==> src/verilog/axi_mem_pkg.sv <==
package axi_mem_pkg;

    localparam int ID_WIDTH   = 6;
    localparam int ADDR_WIDTH = 32;
    localparam int DATA_WIDTH = 64;
    localparam int STRB_WIDTH = DATA_WIDTH / 8;

    localparam logic [1:0] RESP_OKAY   = 2'd0;
    localparam logic [1:0] RESP_SLVERR = 2'd2;

    // read address, top id bit names the source cache
    typedef struct packed {
        logic [ID_WIDTH-1:0]   id;
        logic [ADDR_WIDTH-1:0] addr;
        logic [7:0]            len;
        logic [2:0]            size;
        logic [1:0]            burst;
        logic                  lock;
        logic [3:0]            cache;
        logic [2:0]            prot;
    } ar_chan_t;

    // write address
    typedef struct packed {
        logic [ID_WIDTH-1:0]   id;
        logic [ADDR_WIDTH-1:0] addr;
        logic [7:0]            len;
        logic [2:0]            size;
        logic [1:0]            burst;
        logic                  lock;
        logic [3:0]            cache;
        logic [2:0]            prot;
    } aw_chan_t;

    typedef struct packed {
        logic [DATA_WIDTH-1:0] data;
        logic [STRB_WIDTH-1:0] strb;
        logic                  last;
    } w_chan_t;

    typedef struct packed {
        logic [ID_WIDTH-1:0] id;
        logic [1:0]          resp;
    } b_chan_t;

    typedef struct packed {
        logic [ID_WIDTH-1:0]   id;
        logic [DATA_WIDTH-1:0] data;
        logic [1:0]            resp;
        logic                  last;
    } r_chan_t;

    // snoop request
    typedef struct packed {
        logic [ADDR_WIDTH-1:0] addr;
        logic [3:0]            snoop;
    } ac_chan_t;

endpackage

==> src/verilog/axi_interconnect.sv <==
`timescale 1ns/100ps

module axi_interconnect #(
    parameter int ID_WIDTH = axi_mem_pkg::ID_WIDTH
) (
    input  logic                  clk,
    input  logic                  rst,

    // instruction cache
    input  axi_mem_pkg::ar_chan_t ic_ar,
    input  logic                  ic_ar_valid,
    output logic                  ic_ar_ready,
    output axi_mem_pkg::r_chan_t  ic_r,
    output logic                  ic_r_valid,
    input  logic                  ic_r_ready,
    output axi_mem_pkg::ac_chan_t ic_ac,
    output logic                  ic_ac_valid,
    input  logic                  ic_ac_ready,

    // data cache
    input  axi_mem_pkg::ar_chan_t dc_ar,
    input  logic                  dc_ar_valid,
    output logic                  dc_ar_ready,
    input  axi_mem_pkg::aw_chan_t dc_aw,
    input  logic                  dc_aw_valid,
    output logic                  dc_aw_ready,
    input  axi_mem_pkg::w_chan_t  dc_w,
    input  logic                  dc_w_valid,
    output logic                  dc_w_ready,
    output axi_mem_pkg::b_chan_t  dc_b,
    output logic                  dc_b_valid,
    input  logic                  dc_b_ready,
    output axi_mem_pkg::r_chan_t  dc_r,
    output logic                  dc_r_valid,
    input  logic                  dc_r_ready,
    output axi_mem_pkg::ac_chan_t dc_ac,
    output logic                  dc_ac_valid,
    input  logic                  dc_ac_ready,

    // snoop source
    input  axi_mem_pkg::ac_chan_t ac,
    input  logic                  ac_valid,
    output logic                  ac_ready,

    // memory side
    output axi_mem_pkg::ar_chan_t m_ar,
    output logic                  m_ar_valid,
    input  logic                  m_ar_ready,
    output axi_mem_pkg::aw_chan_t m_aw,
    output logic                  m_aw_valid,
    input  logic                  m_aw_ready,
    output axi_mem_pkg::w_chan_t  m_w,
    output logic                  m_w_valid,
    input  logic                  m_w_ready,
    input  axi_mem_pkg::b_chan_t  m_b,
    input  logic                  m_b_valid,
    output logic                  m_b_ready,
    input  axi_mem_pkg::r_chan_t  m_r,
    input  logic                  m_r_valid,
    output logic                  m_r_ready
);

    logic ar_lock;
    logic ar_lock_dc;
    logic ar_sel_dc;
    logic r_to_dc;
    logic ic_ack;
    logic dc_ack;

    // icache wins unless a grant is already held
    assign ar_sel_dc = ar_lock ? ar_lock_dc : !ic_ar_valid;

    always_comb begin
        m_ar = ar_sel_dc ? dc_ar : ic_ar;
        m_ar.id[ID_WIDTH-1] = ar_sel_dc;
    end

    assign m_ar_valid  = ar_sel_dc ? dc_ar_valid : ic_ar_valid;
    assign ic_ar_ready = !ar_sel_dc && m_ar_ready;
    assign dc_ar_ready = ar_sel_dc && m_ar_ready;

    // keep the winner until its address is taken
    always_ff @(posedge clk) begin
        if (rst) begin
            ar_lock    <= 1'b0;
            ar_lock_dc <= 1'b0;
        end else if (m_ar_valid && m_ar_ready) begin
            ar_lock <= 1'b0;
        end else if (m_ar_valid && !ar_lock) begin
            ar_lock    <= 1'b1;
            ar_lock_dc <= ar_sel_dc;
        end
    end

    // read data steered by id top bit
    assign r_to_dc    = m_r.id[ID_WIDTH-1];
    assign ic_r       = m_r;
    assign dc_r       = m_r;
    assign ic_r_valid = m_r_valid && !r_to_dc;
    assign dc_r_valid = m_r_valid && r_to_dc;
    assign m_r_ready  = r_to_dc ? dc_r_ready : ic_r_ready;

    // writes only from the dcache
    assign m_aw        = dc_aw;
    assign m_aw_valid  = dc_aw_valid;
    assign dc_aw_ready = m_aw_ready;
    assign m_w         = dc_w;
    assign m_w_valid   = dc_w_valid;
    assign dc_w_ready  = m_w_ready;
    assign dc_b        = m_b;
    assign dc_b_valid  = m_b_valid;
    assign m_b_ready   = dc_b_ready;

    // snoop broadcast where each cache acks once
    assign ic_ac       = ac;
    assign dc_ac       = ac;
    assign ic_ac_valid = ac_valid && !ic_ack;
    assign dc_ac_valid = ac_valid && !dc_ack;
    assign ac_ready    = ic_ack && dc_ack;

    always_ff @(posedge clk) begin
        if (rst || (ic_ack && dc_ack)) begin
            ic_ack <= 1'b0;
            dc_ack <= 1'b0;
        end else begin
            if (ic_ac_valid && ic_ac_ready) begin
                ic_ack <= 1'b1;
            end
            if (dc_ac_valid && dc_ac_ready) begin
                dc_ack <= 1'b1;
            end
        end
    end

    // pending address must not switch source or payload
    assert property (
        @(posedge clk) disable iff (rst)
        m_ar_valid && !m_ar_ready |=> m_ar_valid && $stable(m_ar)
    ) else $error("axi_interconnect: pending read address changed before handshake");

    // snoop source holds ac_valid until it sees ac_ready
    assert property (
        @(posedge clk) disable iff (rst)
        ac_ready |-> ac_valid
    ) else $error("axi_interconnect: ac_ready without ac_valid");

endmodule

==> config.mk <==
export PLATFORM = sky130hd
export DESIGN_NAME = axi_interconnect
export DESIGN_NICKNAME = d
export VERILOG_FILES = /design/src/verilog/axi_mem_pkg.sv /design/src/verilog/axi_interconnect.sv
export SDC_FILE = /design/constraint.sdc
export NUM_CORES = 1
export LEC_CHECK = 0
export ABC_CLOCK_PERIOD_IN_PS = 2000
export BUFFER_PORTS_ARGS = -buffer_cell sky130_fd_sc_hd__buf_2
export CORE_AREA = 2 2 317 319
export DETAILED_ROUTE_END_ITERATION = 10
export DIE_AREA = 0 0 319 321
export PLACE_DENSITY = 0.32
export RECOVER_POWER = 50
export REMOVE_ABC_BUFFERS = 1
export SYNTH_ARGS = -nofsm -noshare
export SYNTH_HDL_FRONTEND = slang
export SYNTH_SLANG_ARGS = --single-unit
==> constraint.sdc <==
create_clock -name clk -period 2 [get_ports clk]
set_clock_uncertainty 0.05 [all_clocks]
set_input_delay 0.3 -clock clk [delete_from_list [all_inputs] [get_ports clk]]
set_output_delay 0.3 -clock clk [all_outputs]
set_load 0.05 [all_outputs]
==> metrics.txt <==
DR top layer met5; Starting Density 3.95%; cell area after placement 3870 sq um; period utilisation layout 106%; post-route cell area 4340 sq um; RSZ-0062 raised after global routing yes; DRC viols 0; FF-to-FF setup slack 0.99 ns; combinational power share 75.3%; fin worst setup slack -0.125 ns; Hold/Removal Path Class primary input to flop; Max Root-Sink Buffers 2; clock slew at reported path FFs 0.03 ns; CP endpoint kind output port; post-layout min period 2.13 ns; H-tree Lvls 1; pin count of the biggest net entering global routing 17; commonest non-fill, non-tap cells in the layout 152 x buf_2, 58 x mux2_4, 42 x buf_6; met1 wire length 11.9 mm; Syn Area/Cell 8.54 sq um; crit path max fanout 8; Crit Path Class flop to output port; RR Endpoint ar_lock_dc; met2 WL post-DR 52.8 mm; relative slew slack 82.6%; most common cell after layout, fill and taps aside buf_2; Tot Pwr 0.00167 W; Slew Limit Fails 0; CTS Buf Count 3; Routed Antenna Nets 0; Hold Crit Endpoint ar_lock; post-synth cell types 14; initial antenna violation count 1; Routability Congestion 1.08; Pint 0.000896 W; sw frac 46.3%; worst reg2reg path depth 4; synthesis-to-layout area growth 10.8%; Final Non-Filler Cells 1601; violated checks setup timing; DRT Pass-1 Iters 4; Vias/cell 1.76; sequential-to-total area share from yosys stat 2.04%; Hold Fails Final Rpt 0; Die Span Y 321 microns; antenna fix cells 0; status complete, but fails checks; Core Area 99300 sq um; dpl cells 1593; vias in the first global route 2528; Final Routed Wirelength 103 mm; Max-Cap Viols 0; DIE WIDTH 319 microns; CTS root buffer clkbuf_16; detailed placement HPWL 98.4 mm; gr ovfl total 0; startpoint types flop; drt wl/cell 64.4 microns; share of layout cells above drive strength 1 91.1%; Fillers 11863; synth warn 0; Leak 1.63 nW; IO buf count 197; power share of the clock group 19.2%; Met3 Wirelength 32.2 mm; Reg power frac 5.5%; Site Rows 116; switching power 0.000772 W; Least-Margin Pin Slew 0.263 ns; Initial DRC Count 250; Fmax 471 MHz; P per Cell Area 384 nW/um^2; global-route total usage across every layer 19.4%; Cells after Synth 459; Worst Path Required 1.65 ns; WP data arrival 1.78 ns; I/O pin count 816; Post-Syn Area 3920 sq um; Seq cells post-synth 4; CTS hold repair buffers 0; hold_ws 0.259 ns; Final setup viols 58; worst hold path cell count 2; nets@finish 689; first-pass GRT wire length 109 mm; worst r2r src ar_lock; TritonCTS clock tree built; Via Count 2815; HP Start rst; Max IR drop VDD 0.000224 V; worst skew pair latency 0.23 ns; Clock Sinks 4; Die Area 102000 sq um
[worst max-delay path, stage by stage, from the launching register on]
cell	delay, ns
dfxtp_2	0.35
mux2i_4	0.25
buf_12	0.17
buf_12	0.15
buf_12	0.15
mux2_4	0.31
buf_6	0.15
[through the flow]
step / setup slack, ns / utilization, % / TNS (ns)
after global routing: -0.202 / 4.37 / -10.18
after CTS: -0.145 / 4.35 / -6.82
after detailed placement: 0.0392 / 3.90 / 0
final: -0.125 / 4.37 / -6.02
after global placement: 0.0369 / 3.90 / 0
after floorplan: -1.29 / - / -64.83
[state kept, by name, indices dropped and copies added, names as in the netlist]
| name | count |
|---|---|
| dc_ack | 1 |
| ar_lock | 1 |
| ic_ack | 1 |
| ar_lock_dc | 1 |
[per-layer routing]
metal | vias up | GRT usage, %
met5 | - | 3.92
met1 | 1014 | 5.78
met3 | 95 | 29.1
met4 | 10 | 8.85
li1 | 764 | -
met2 | 932 | 35.7
[power groups by stage]
| stage | sequential, W | clock (W) | combinational [W] |
|---|---|---|---|
| floorplan | 0.0000924 | 0 | 0.000763 |
| global placement | 0.0000934 | 0 | 0.00108 |
| detailed placement | 0.0000933 | 0 | 0.00108 |
| CTS | 0.0000925 | 0.000324 | 0.00126 |
| global route | 0.0000933 | 0.000327 | 0.00132 |
| finish | 0.0000924 | 0.000320 | 0.00126 |
[synth_stat cells, drive strengths merged]
| cell | number | area share, % |
|---|---|---|
| buf | 371 | 72 |
| mux2 | 59 | 22 |
| nor2 | 6 | 0.57 |
| nor2b | 5 | 0.80 |
| a21oi | 4 | 0.51 |
| dfxtp | 4 | 2.0 |
| and2 | 3 | 0.48 |
| inv | 3 | 0.29 |
| mux2i | 2 | 0.83 |
| a211oi | 1 | 0.19 |
| a2bb2oi | 1 | 0.22 |
[layout make-up]
class | instances | area [sq um] | area share [%]
timing repair buffer | 212 | 1530 | 35.2
tap | 1298 | 1620 | 37.4
multi-input combinational | 81 | 1020 | 23.6
sequential | 4 | 81.3 | 1.87
clock buffer | 3 | 75.1 | 1.73
inverter | 3 | 11.3 | 0.259
[logic make-up after synthesis]
family          Yosys count  synth area share [%]
compound gates            6                 0.926
buf+inv                 374                  71.9
flops                     4                  2.04
mux                      61                  23.2
simple gates             14                  1.85
[how the worst max path moves through the flow]
stage	start	to	slack [ns]	depth (start not counted)
after detailed placement	ar_lock	m_ar[20]	0.04	5
after global routing	ar_lock	m_ar[20]	-0.20	6
after global placement	ar_lock	m_ar[20]	0.04	5
after CTS	ar_lock	m_ar[20]	-0.15	6
final	ar_lock	m_ar[20]	-0.13	6
after floorplan	ar_lock	m_ar[58]	-1.29	2
[what timing repair did]
| action | in CTS | in global routing |
|---|---|---|
| gates cloned | 1 | 0 |
| setup endpoints to repair | 59 | 59 |
| endpoints found under the hold margin | 0 | 0 |
| buffers inserted | 3 | 1 |
| resized for setup | 99 | 4 |
No activity file was read; power rests on OpenSTA's default activity.
